File: src/aluPkg.sv
// aluPkg: shared widths, opcodes, lane sizes and request/result types for the execution unit
package aluPkg;

	// ================================================
	// widths and iteration counts
	// ================================================
	localparam int dataWidth = 64;
	localparam int mulDivSteps = 64;

	// step counter covers the iterations, the sign fix and the final latch
	localparam int cntWidth = $clog2(mulDivSteps + 2);
	localparam logic [cntWidth-1:0] fixStep = cntWidth'(mulDivSteps);
	localparam logic [cntWidth-1:0] lastStep = cntWidth'(mulDivSteps + 1);

	// lowest bit of every lane, per lane size
	localparam logic [dataWidth-1:0] lsbMask8 = 64'h0101_0101_0101_0101;
	localparam logic [dataWidth-1:0] lsbMask16 = 64'h0001_0001_0001_0001;
	localparam logic [dataWidth-1:0] lsbMask32 = 64'h0000_0001_0000_0001;
	localparam logic [dataWidth-1:0] lsbMask64 = 64'h0000_0000_0000_0001;

	// ================================================
	// encodings
	// ================================================
	// 18 operations need five bits
	typedef enum logic [4:0]
	{
		opAdd, opSub, opAnd, opOr, opXor,
		opSeq, opSlt, opSltu, opMin, opMax,
		opMul, opMulu, opMulh, opMuluh,
		opDiv, opDivu, opMod, opModu
	} aluOp;

	typedef enum logic [1:0]
	{
		lane8 = 2'd0,
		lane16 = 2'd1,
		lane32 = 2'd2,
		lane64 = 2'd3
	} laneSize;

	typedef enum logic [1:0]
	{
		excNone = 2'd0,
		excOverflow = 2'd1,
		excDivZero = 2'd2
	} excCode;

	// ================================================
	// structs
	// ================================================
	typedef struct packed
	{
		logic addSub;
		logic mul;
		logic div;
	} excEnable;

	typedef struct packed
	{
		aluOp op;
		laneSize size;
		logic [dataWidth-1:0] a;
		logic [dataWidth-1:0] b;
	} aluReq;

	typedef struct packed
	{
		logic [dataWidth-1:0] value;
		logic ovf;
	} laneResult;

	typedef struct packed
	{
		logic [dataWidth-1:0] value;
		logic active;
		logic ovf;
		logic divZero;
	} mulDivResult;

endpackage

File: src/laneAlu.sv
// laneAlu: combinational add, subtract, logic, compare and min/max on 8 to 64-bit lanes
`timescale 1ns/1ps

module laneAlu
(
	input aluPkg::aluReq req,
	output aluPkg::laneResult res
);

	// lane boundary masks
	logic [aluPkg::dataWidth-1:0] lsb;
	logic [aluPkg::dataWidth-1:0] msb;
	logic [6:0] msbPos;

	logic [aluPkg::dataWidth-1:0] opA;
	logic [aluPkg::dataWidth-1:0] opB;
	logic [aluPkg::dataWidth-1:0] invB;
	logic [aluPkg::dataWidth-1:0] diffBits;

	logic [aluPkg::dataWidth-1:0] sum;
	logic [aluPkg::dataWidth-1:0] diff;
	logic [aluPkg::dataWidth-1:0] nonZeroH;
	logic [aluPkg::dataWidth-1:0] eqH;
	logic [aluPkg::dataWidth-1:0] ltH;
	logic [aluPkg::dataWidth-1:0] ltuH;
	logic [aluPkg::dataWidth-1:0] ltFill;
	logic [aluPkg::dataWidth-1:0] minVal;
	logic [aluPkg::dataWidth-1:0] maxVal;

	logic wide;
	logic addOvf;
	logic subOvf;

	// ================================================
	// lane masks
	// ================================================
	always_comb
	begin
		case (req.size)
			aluPkg::lane8: lsb = aluPkg::lsbMask8;
			aluPkg::lane16: lsb = aluPkg::lsbMask16;
			aluPkg::lane32: lsb = aluPkg::lsbMask32;
			default: lsb = aluPkg::lsbMask64;
		endcase
	end

	// lane width minus one, 7 to 63
	assign msbPos = (7'd8 << req.size) - 7'd1;
	assign msb = lsb << msbPos;
	assign wide = (req.size == aluPkg::lane64);

	assign opA = req.a;
	assign opB = req.b;
	assign invB = ~req.b;
	assign diffBits = req.a ^ req.b;

	// ================================================
	// lane arithmetic
	// ================================================
	// add the low bits of each lane, then fold the msb in separately
	// so no carry crosses a lane boundary
	assign sum = ((opA & ~msb) + (opB & ~msb)) ^ (diffBits & msb);
	// a + ~b + 1 in every lane
	assign diff = ((opA & ~msb) + (invB & ~msb) + lsb) ^ ((opA ^ invB) & msb);

	// borrow out of each lane's msb, with and without sign correction
	assign ltuH = ((~opA & opB) | (~diffBits & diff)) & msb;
	assign ltH = ((opA & ~opB) | (~diffBits & diff)) & msb;

	// low bits of a nonzero lane carry into its msb
	assign nonZeroH = ((((diffBits & ~msb) + ~msb) | diffBits) & msb);
	assign eqH = ~nonZeroH & msb;

	// spread the signed less-than flag over its whole lane
	assign ltFill = (ltH - (ltH >> msbPos)) | ltH;
	assign minVal = (opA & ltFill) | (opB & ~ltFill);
	assign maxVal = (opB & ltFill) | (opA & ~ltFill);

	// signed overflow is reported for the full-width lane only
	assign addOvf = (opA[63] == opB[63]) && (sum[63] != opA[63]);
	assign subOvf = (opA[63] != opB[63]) && (diff[63] != opA[63]);

	// ================================================
	// result select
	// ================================================
	always_comb
	begin
		res.value = '0;
		res.ovf = 1'b0;
		case (req.op)
			aluPkg::opAdd:
			begin
				res.value = sum;
				res.ovf = wide & addOvf;
			end
			aluPkg::opSub:
			begin
				res.value = diff;
				res.ovf = wide & subOvf;
			end
			aluPkg::opAnd: res.value = opA & opB;
			aluPkg::opOr: res.value = opA | opB;
			aluPkg::opXor: res.value = diffBits;
			// compare flags move down to the lowest bit of the lane
			aluPkg::opSeq: res.value = eqH >> msbPos;
			aluPkg::opSlt: res.value = ltH >> msbPos;
			aluPkg::opSltu: res.value = ltuH >> msbPos;
			aluPkg::opMin: res.value = minVal;
			aluPkg::opMax: res.value = maxVal;
			default: res.value = '0;
		endcase
	end

endmodule

File: src/mulDivUnit.sv
// mulDivUnit: iterative shift-add multiplier and restoring divider with done and abort
`timescale 1ns/1ps

module mulDivUnit
(
	input logic clk,
	input logic rst,
	input logic ld,
	input logic abort,
	input aluPkg::aluReq req,
	output aluPkg::mulDivResult res,
	output logic done
);

	// control
	logic busy;
	logic [aluPkg::cntWidth-1:0] cnt;
	logic mdOp;
	logic startOp;

	// datapath: acc holds {high, low} of the product or {remainder, quotient}
	aluPkg::aluOp opReg;
	logic [2*aluPkg::dataWidth-1:0] acc;
	logic [aluPkg::dataWidth-1:0] operand;
	logic negLow;
	logic negHigh;
	logic divisorZero;

	logic signA;
	logic signB;
	logic [aluPkg::dataWidth-1:0] magA;
	logic [aluPkg::dataWidth-1:0] magB;
	logic [aluPkg::dataWidth:0] addStep;
	logic [aluPkg::dataWidth:0] subStep;
	logic [aluPkg::dataWidth-1:0] hiWord;
	logic [aluPkg::dataWidth-1:0] loWord;
	logic [aluPkg::dataWidth-1:0] quoFix;
	logic [aluPkg::dataWidth-1:0] remFix;
	logic [2*aluPkg::dataWidth-1:0] prodFix;
	logic mulOvf;

	// held result
	logic [aluPkg::dataWidth-1:0] valueReg;
	logic ovfReg;
	logic divZeroReg;

	function automatic logic isMulOp(input aluPkg::aluOp op);
		return op inside {aluPkg::opMul, aluPkg::opMulu, aluPkg::opMulh, aluPkg::opMuluh};
	endfunction

	function automatic logic isDivOp(input aluPkg::aluOp op);
		return op inside {aluPkg::opDiv, aluPkg::opDivu, aluPkg::opMod, aluPkg::opModu};
	endfunction

	function automatic logic isSignedOp(input aluPkg::aluOp op);
		return op inside {aluPkg::opMul, aluPkg::opMulh, aluPkg::opDiv, aluPkg::opMod};
	endfunction

	// ops that deliver the upper half of acc
	function automatic logic isHighOp(input aluPkg::aluOp op);
		return op inside {aluPkg::opMulh, aluPkg::opMuluh, aluPkg::opMod, aluPkg::opModu};
	endfunction

	assign mdOp = isMulOp(req.op) | isDivOp(req.op);
	assign startOp = ld & mdOp;

	// operands enter as magnitudes, sign is restored in the fix step
	assign signA = isSignedOp(req.op) & req.a[aluPkg::dataWidth-1];
	assign signB = isSignedOp(req.op) & req.b[aluPkg::dataWidth-1];
	assign magA = signA ? -req.a : req.a;
	assign magB = signB ? -req.b : req.b;

	assign hiWord = acc[2*aluPkg::dataWidth-1:aluPkg::dataWidth];
	assign loWord = acc[aluPkg::dataWidth-1:0];

	// one multiply step adds the multiplicand when the low bit is set
	assign addStep = {1'b0, hiWord} + (acc[0] ? {1'b0, operand} : '0);
	// one divide step tries the divisor against the shifted remainder
	assign subStep = acc[2*aluPkg::dataWidth-1:aluPkg::dataWidth-1] - {1'b0, operand};

	assign prodFix = negLow ? -acc : acc;
	assign quoFix = divisorZero ? '1 : (negLow ? -loWord : loWord);
	assign remFix = negHigh ? -hiWord : hiWord;

	assign mulOvf = isSignedOp(opReg) ? (hiWord != {aluPkg::dataWidth{loWord[63]}})
		: (hiWord != '0);

	// ================================================
	// control
	// ================================================
	always_ff @(posedge clk)
	begin
		if (rst)
		begin
			busy <= 1'b0;
			done <= 1'b1;
			cnt <= '0;
			valueReg <= '0;
			ovfReg <= 1'b0;
			divZeroReg <= 1'b0;
		end
		else if (abort)
		begin
			busy <= 1'b0;
			done <= 1'b1;
		end
		else if (startOp)
		begin
			busy <= 1'b1;
			done <= 1'b0;
			cnt <= '0;
		end
		else if (busy)
		begin
			cnt <= cnt + 1'b1;
			if (cnt == aluPkg::lastStep)
			begin
				busy <= 1'b0;
				done <= 1'b1;
				valueReg <= isHighOp(opReg) ? hiWord : loWord;
				ovfReg <= isMulOp(opReg) & mulOvf;
				divZeroReg <= isDivOp(opReg) & divisorZero;
			end
		end
	end

	// ================================================
	// datapath
	// ================================================
	always_ff @(posedge clk)
	begin
		if (startOp)
		begin
			opReg <= req.op;
			operand <= magB;
			negLow <= signA ^ signB;
			negHigh <= signA;
			divisorZero <= (req.b == '0);
			acc <= {{aluPkg::dataWidth{1'b0}}, magA};
		end
		else if (busy)
		begin
			if (cnt < aluPkg::fixStep)
			begin
				if (isDivOp(opReg))
					acc <= subStep[aluPkg::dataWidth] ? {acc[2*aluPkg::dataWidth-2:0], 1'b0}
						: {subStep[aluPkg::dataWidth-1:0], acc[aluPkg::dataWidth-2:0], 1'b1};
				else
					acc <= {addStep, acc[aluPkg::dataWidth-1:1]};
			end
			else if (cnt == aluPkg::fixStep)
				acc <= isDivOp(opReg) ? {remFix, quoFix} : prodFix;
		end
	end

	assign res = '{value: valueReg, active: mdOp, ovf: ovfReg, divZero: divZeroReg};

endmodule

File: src/resultMerge.sv
// resultMerge: selects the active unit's result and encodes the enabled exception
`timescale 1ns/1ps

module resultMerge
(
	input aluPkg::laneResult lane,
	input aluPkg::mulDivResult md,
	input aluPkg::excEnable excen,
	output logic [aluPkg::dataWidth-1:0] result,
	output aluPkg::excCode exc
);

	logic laneOvf;
	logic mulOvf;
	logic divFault;

	// ================================================
	// result
	// ================================================
	// the multiply/divide engine owns the output while its op is held
	assign result = md.active ? md.value : lane.value;

	// ================================================
	// exceptions
	// ================================================
	// each source is masked by its own enable bit
	assign laneOvf = ~md.active & lane.ovf & excen.addSub;
	assign mulOvf = md.active & md.ovf & excen.mul;
	assign divFault = md.active & md.divZero & excen.div;

	always_comb
	begin
		if (divFault)
			exc = aluPkg::excDivZero;
		else if (laneOvf | mulOvf)
			exc = aluPkg::excOverflow;
		else
			exc = aluPkg::excNone;
	end

endmodule

File: src/execUnit.sv
// execUnit: 64-bit integer execution unit joining the lane ALU and the multiply/divide engine
`timescale 1ns/1ps

module execUnit
(
	input logic clk,
	input logic rst,
	input logic ld,
	input logic abort,
	input aluPkg::aluOp op,
	input aluPkg::laneSize size,
	input logic [aluPkg::dataWidth-1:0] a,
	input logic [aluPkg::dataWidth-1:0] b,
	input aluPkg::excEnable excen,
	output logic [aluPkg::dataWidth-1:0] result,
	output logic done,
	output aluPkg::excCode exc
);

	aluPkg::aluReq req;
	aluPkg::laneResult laneRes;
	aluPkg::mulDivResult mdRes;

	assign req = '{op: op, size: size, a: a, b: b};

	// both units see the same request and work side by side
	laneAlu laneAlu_i
	(
		.req(req),
		.res(laneRes)
	);

	mulDivUnit mulDivUnit_i
	(
		.clk(clk),
		.rst(rst),
		.ld(ld),
		.abort(abort),
		.req(req),
		.res(mdRes),
		.done(done)
	);

	resultMerge resultMerge_i
	(
		.lane(laneRes),
		.md(mdRes),
		.excen(excen),
		.result(result),
		.exc(exc)
	);

endmodule

File: config.mk
export PLATFORM = sky130hd
export DESIGN_NAME = execUnit
export DESIGN_NICKNAME = d
export VERILOG_FILES = /design/src/aluPkg.sv /design/src/laneAlu.sv /design/src/mulDivUnit.sv /design/src/resultMerge.sv /design/src/execUnit.sv
export SDC_FILE = /design/constraint.sdc
export NUM_CORES = 2
export LEC_CHECK = 0
export BUFFER_PORTS_ARGS = -buffer_cell sky130_fd_sc_hd__buf_4
export CAP_MARGIN = 0
export CORE_MARGIN = 4
export CORE_UTILIZATION = 35
export CTS_CLUSTER_DIAMETER = 40
export DETAILED_ROUTE_END_ITERATION = 8
export PLACE_DENSITY_LB_ADDON = 0.08
export SYNTH_ARGS = -nofsm -noshare
export SYNTH_HDL_FRONTEND = slang
export SYNTH_SLANG_ARGS = --single-unit
File: constraint.sdc
create_clock -name clk -period 10.8 [get_ports clk]
set_input_delay 1.08 -clock clk [delete_from_list [all_inputs] [get_ports clk]]
set_output_delay 1.08 -clock clk [all_outputs]
set_load 0.05 [all_outputs]
# --- Word level (Yosys, flattened, before mapping) ---
# Index checks and enable logic that the tools add are counted.
word_totals:
  regBits: 275
  out_inout_bits: 67
  word_cells: 179
op_classes:
  addsub: 14
  magnitude_cmp: 1
  n_eq_ne: 36
  shifts: 5
  n_mux: 30
  bitwise: 54
  n_reduce_logical: 26
ops:
  columns: ["cell", "n"]
  rows:
  - ["$and A64 B64 Y64", 18]
  - ["$mux W128", 6]
  - ["$mux W64", 10]
  - ["$pmux W64 S10", 1]
  - ["$or A64 B64 Y64", 7]
  - ["$not A64 Y64", 6]
  - ["$neg A64 Y64", 4]
  - ["$xor A64 B64 Y64", 4]
  - ["$add A64 B64 Y64", 3]
  - ["$shr A64 B7 Y64", 3]
  - ["$pmux W57 S3", 1]
  - ["$neg A128 Y128", 1]
  - ["$eq A5 B4 Y1 const B", 14]
  - ["$add A64 B64 Y65", 1]
  - ["$sub A65 B64 Y65", 1]
  - ["$add A64 B57 Y64", 1]
  - ["$logic_not A64 Y1", 1]
  - ["$ne A64 B64 Y1", 1]
  - ["$reduce_bool A64 Y1", 1]
  - ["$shl A57 B7 Y64", 1]
  - ["$sub A64 B64 Y64", 1]
  - ["$reduce_bool A4 Y1", 9]
  - ["$eq A5 B3 Y1 const B", 4]
  - ["$eq A5 B5 Y1 const B", 4]
  - ["other kinds (28)", 63]

# --- Depth between registers and ports, before layout ---
depth:
  word_depth: 19
  ltp_mapped: 28

# --- By module ---
# A second synthesis with hierarchy kept.
hier_totals:
  hier_cells: 5820
  hier_area_um2: 42485.7
by_module_without_submodules:
  columns: ["mod", "n_inst", "cells_each", "area_per_inst_um2", "seq_area_each_um2"]
  rows:
  - ["mulDivUnit", 1, 3589, 27264.9, 6866.6]
  - ["laneAlu", 1, 2155, 14407.6, 0.0]
  - ["resultMerge", 1, 76, 813.3, 0.0]

# --- Worst setup path after synthesis ---
# Ideal clock, no wire load.
synth_timing:
  kind: "in2out"
  from: "input port size[1]"
  to: "output port result[47] (netlist bit)"
  arrival_ps: 7662
  t_required_ps: 9720
  path_slack_ps: 2058
  path_stages: 22
  path_buffers: 5
  cell_sequence: "or2_2 > clkbuf_1 > inv_1 > clkbuf_1 > clkbuf_1 > buf_1 > fa_1 > ha_1 > and2_1 > a221o_1 > a21o_1 > a21o_1 > o21ai_0 > a21o_1 > a31oi_1 > o311a_1 > or2_2 > clkbuf_1 > nor4_1 > o211ai_1 > xnor2_1 > o31ai_1"
synth_via:
  elab_chain_len: 19
  word_cells_on_any_way: 43
synth_rtl:
  columns: ["item", "line", "text"]
  rows:
  - ["from (decl)", "execUnit.sv:11", "input aluPkg::laneSize size,"]
  - ["$shl A4 B2 Y7 (tied with other cells)", "laneAlu.sv:48", "assign msbPos = (7'd8 << req.size) - 7'd1;"]
  - ["$sub A7 B1 Y7 / $pmux W57 S3 (equally long branches)", "laneAlu.sv:48, laneAlu.sv:39", null]
  - ["$shl A57 B7 Y64", "laneAlu.sv:49", "assign msb = lsb << msbPos;"]
  - ["$not A64 Y64", "laneAlu.sv:62, laneAlu.sv:64, laneAlu.sv:71", null]
  - ["$and A64 B64 Y64, on equally long branches", "laneAlu.sv:62, laneAlu.sv:64", null]
  - ["$add A64 B64 Y64", "laneAlu.sv:64", "assign diff = ((opA & ~msb) + (invB & ~msb) + lsb) ^ ((opA ^ invB) & msb);"]
  - ["$add A64 B57 Y64", "laneAlu.sv:64", null]
  - ["$xor A64 B64 Y64", "laneAlu.sv:64", null]
  - ["[... 3 more ...]", null, null]
  - ["$shr A64 B7 Y64", "laneAlu.sv:75, laneAlu.sv:106", null]
  - ["$sub A64 B64 Y64", "laneAlu.sv:75", "assign ltFill = (ltH - (ltH >> msbPos)) | ltH;"]
  - ["$or A64 B64 Y64", "laneAlu.sv:75", null]
  - ["$not A64 Y64", "laneAlu.sv:76, laneAlu.sv:77", null]
  - ["$and A64 B64 Y64, on equally long branches", "laneAlu.sv:77, laneAlu.sv:76", null]
  - ["$or A64 B64 Y64, on equally long branches", "laneAlu.sv:77, laneAlu.sv:76", null]
  - ["$pmux W64 S10 *", "laneAlu.sv:90", "case (req.op)"]
  - ["$mux W64 *", "resultMerge.sv:21", "assign result = md.active ? md.value : lane.value;"]
  - ["to (decl)", "execUnit.sv:15", "output logic [aluPkg::dataWidth-1:0] result,"]
# Mark *: on every way between the ends. The rest lies on a longest branch, timed or not.

# --- Final worst setup path ---
layout_timing:
  from: "input port size[1]"
  to: "output port result[53] (netlist bit)"
# The elaborated chain is that of the path after synthesis.

==> run metrics <==
status finished clean; die height 346.3 um; count of final setup violators 0; Synth Warn # 0; initial antenna violation count 5; XOR/XNOR Fraction of Synth Area 9.294%; Post-Route WL 195300 um; TritonCTS Sinks 275; maximum vdd drop 114.6 uV; asr flop ratio synth 0%; Setup Skew 56.70 ps; die span in x 346.3 um; Post-CTS Hold Buffers 0; period utilization 90.19%; number of global-route vias before repair 40820; Initial Util 35.41%; crit-path cells buf_4 -> or2_2 -> ha_1 -> nor2_1 -> fa_1 -> ha_1 -> a21oi_1 -> o21a_1 -> o221ai_1 -> a21o_1 -> or2_2 -> o311ai_0 -> a21o_1 -> a2111oi_0 -> a31oi_1 -> nor2_1 -> a21oi_1 -> mux2i_1 -> a22oi_1 -> o211ai_1 -> buf_4; CP max-delay cell a21oi_1; CP Launch Type input pin; WL/cell 27.56 um; Synth Area in Compound Gates 28.85%; post-route ant nets 0; Mapped Cells 5528; P_leak 0.01846 uW; grt ovf 0; Peak Freq 0.1027 GHz; register area share after synthesis 17.15%; largest buffer count on any clock path 3; Final Slew Violations 0; main combinational cell family by area after synthesis compound AO/OA/AOI/OAI gates; HPWL Detailed 154000 um; Yosys top cell area share 12.72%; gr usage total 30.84%; H-tree Lvls 2; WP data required 9720 ps; Synth top cells by count nor2_1, nand2_1, a21oi_1; TritonCTS clock tree built; fin util 39.45%; CTS root buffer clkbuf_16; worst skew pair latency 620 ps; RSZ-0062 raised after global routing no; Clk pin slew, worst setup/hold paths 60 ps; Final min period 9741 ps; Die ar. 0.1199 sq mm; vias after detailed routing 43700; Relative slew margins 20.56%; Synth area leaders ha_1, edfxtp_1, xnor2_1; Post-CTS Setup Bufs 0; Placement Rows 123; cell area power density 122.5 mW/mm^2; Setup CP Type input pin to output pin; I/O Buffers 208; storage element area 0.006870 sq mm; total of max-cap violations 0; Netlist Area Pre-Place 0.04005 sq mm; final hold vios 0; io pins 209; hold crit path type flop to flop; Post-CTS Resized 0; ys flop type dfxtp_1; count of cell types in the netlist 91; first-pass GRT wire length 282100 um; most common cell in the netlist nor2_1; routability cong. 0.9629; initial DRC count 5074; post-synthesis mux area share 3.805%; TritonCTS buffer count 45; Mean Syn Cell Area 7.245 sq um; area leader, netlist ha_1; endpoint class of the critical path output pin; EDFF count, synth 136; Tightest Pin Transition 1189 ps; Multi-input gate area 0.03089 sq mm; area grow syn2layout 11.41%; adder-cell share of the synthesized area 13.27%; Via-to-Cell Ratio 6.167; fillers 12160; simple-gate area share of the yosys netlist 21.57%; count of state elements after synthesis 275; Mapped Nets 6088; DRC violations left 0; share of cells above drive strength 1 8.111%; CP Max Fanout 13; DRT Pass-1 Iters 6; fin nets 6108; Worst EP arrival 8660 ps; setup_tns 0 ps; Crit path largest cell delay 800 ps; largest net degree at the start of global routing 80; core area 0.1131 sq mm
area by class of cell:
cell class | count | share of cell area (%)
multi-input cells | 4612 | 69.22
flip-flops and latches | 275 | 15.40
clock inverters | 34 | 0.8721
inverters | 321 | 2.706
repair buffers | 293 | 4.930
clock buffers | 50 | 2.658
diodes | 1 | 0.005608
well taps | 1500 | 4.206
cells by family (layout without fill, tap and decap cells):
group	count (synthesis)	count (layout)
fa+ha+maj	418	418
mux	151	151
buf+inv	641	698
xor+xnor	425	425
simple gates	1863	1863
compound gates	1755	1755
flops	275	275
other cells	0	1
path summary, 6_finish.rpt:
check	from	end	slack, ps	cells after the start
setup / recovery	size[1]	result[53]	1060	21
hold / removal	mulDivUnit_i.valueReg[55]	mulDivUnit_i.valueReg[55]	510	2
setup reg to reg	mulDivUnit_i.acc[63]	mulDivUnit_i.acc[84]	3870	20
hold reg to reg	mulDivUnit_i.valueReg[55]	mulDivUnit_i.valueReg[55]	510	2
critical path, delay by kind of cell:
| kind | cells | cell delay, ps |
|---|---|---|
| fa+ha+maj | 3 | 1170 |
| compound gates | 11 | 3790 |
| buf+inv | 2 | 370 |
| mux | 1 | 680 |
| simple gates | 4 | 1560 |
where the power goes:
group / switching, uW / internal (uW)
Combinational: 1660 / 928
Clock: 620 / 891
Sequential: 187 / 1180
Total: 2470 / 3000
per-stage QoR:
stage | power [uW] | cells | area [sq um] | hold slack (ps) | setup slack (ps)
2_1_floorplan | 3055 | 5528 | 40050 | 450.8 | 2058
3_3_place_gp | 3920 | 7001 | 43040 | 489.7 | 1320
3_5_place_dp | 3904 | 7001 | 43040 | 500.8 | 1226
4_1_cts | 5430 | 7085 | 44620 | 508.5 | 1218
5_1_grt | 5748 | 7086 | 44620 | 538.5 | 828.3
6_report | 5467 | 7086 | 44620 | 509.5 | 1059
state kept, by name, summed over array words and instances, names as in the netlist:
name	cells
mulDivUnit_i.done	1
mulDivUnit_i.opReg	5
mulDivUnit_i.negLow	1
mulDivUnit_i.acc	128
mulDivUnit_i.ovfReg	1
mulDivUnit_i.valueReg	64
mulDivUnit_i.operand	64
mulDivUnit_i.busy	1
mulDivUnit_i.divZeroReg	1
mulDivUnit_i.negHigh	1
mulDivUnit_i.divisorZero	1
mulDivUnit_i.cnt	7
cell usage in the layout, fill, tap and decap left out, types with 45 or more instances in the layout:
cell type / netlist / layout
o21ai_0: 370 / 369
ha_1: 407 / 407
a21oi_1: 432 / 432
or3_1: 45 / 45
o21bai_1: 49 / 49
dfxtp_1: 139 / 138
a221oi_1: 63 / 63
nand4_1: 88 / 88
a21o_1: 169 / 169
edfxtp_1: 136 / 136
clkbuf_16: 0 / 46
nor4_1: 63 / 60
a211oi_1: 109 / 109
buf_4: 1 / 293
nor2_1: 697 / 693
nand2_1: 471 / 469
a31oi_1: 82 / 81
xnor2_1: 335 / 335
o221ai_1: 88 / 88
nand3_1: 103 / 102
xor2_1: 90 / 90
nor3_1: 142 / 141
inv_1: 320 / 318
o211ai_1: 51 / 51
mux2i_1: 144 / 144
nand2b_1: 52 / 52
a22oi_1: 52 / 52
layer usage:
metal  vias to the layer above  part of all wire, %  global-route usage (%)
met5                         -                    0                       0
met4                         0                  2.8                   8.014
met3                       248                  7.9                   3.616
met2                      1965                   43                   47.31
met1                     21230                   47                   45.59
li1                      20260                    -                       -
No activity file was read; power rests on OpenSTA's default activity.
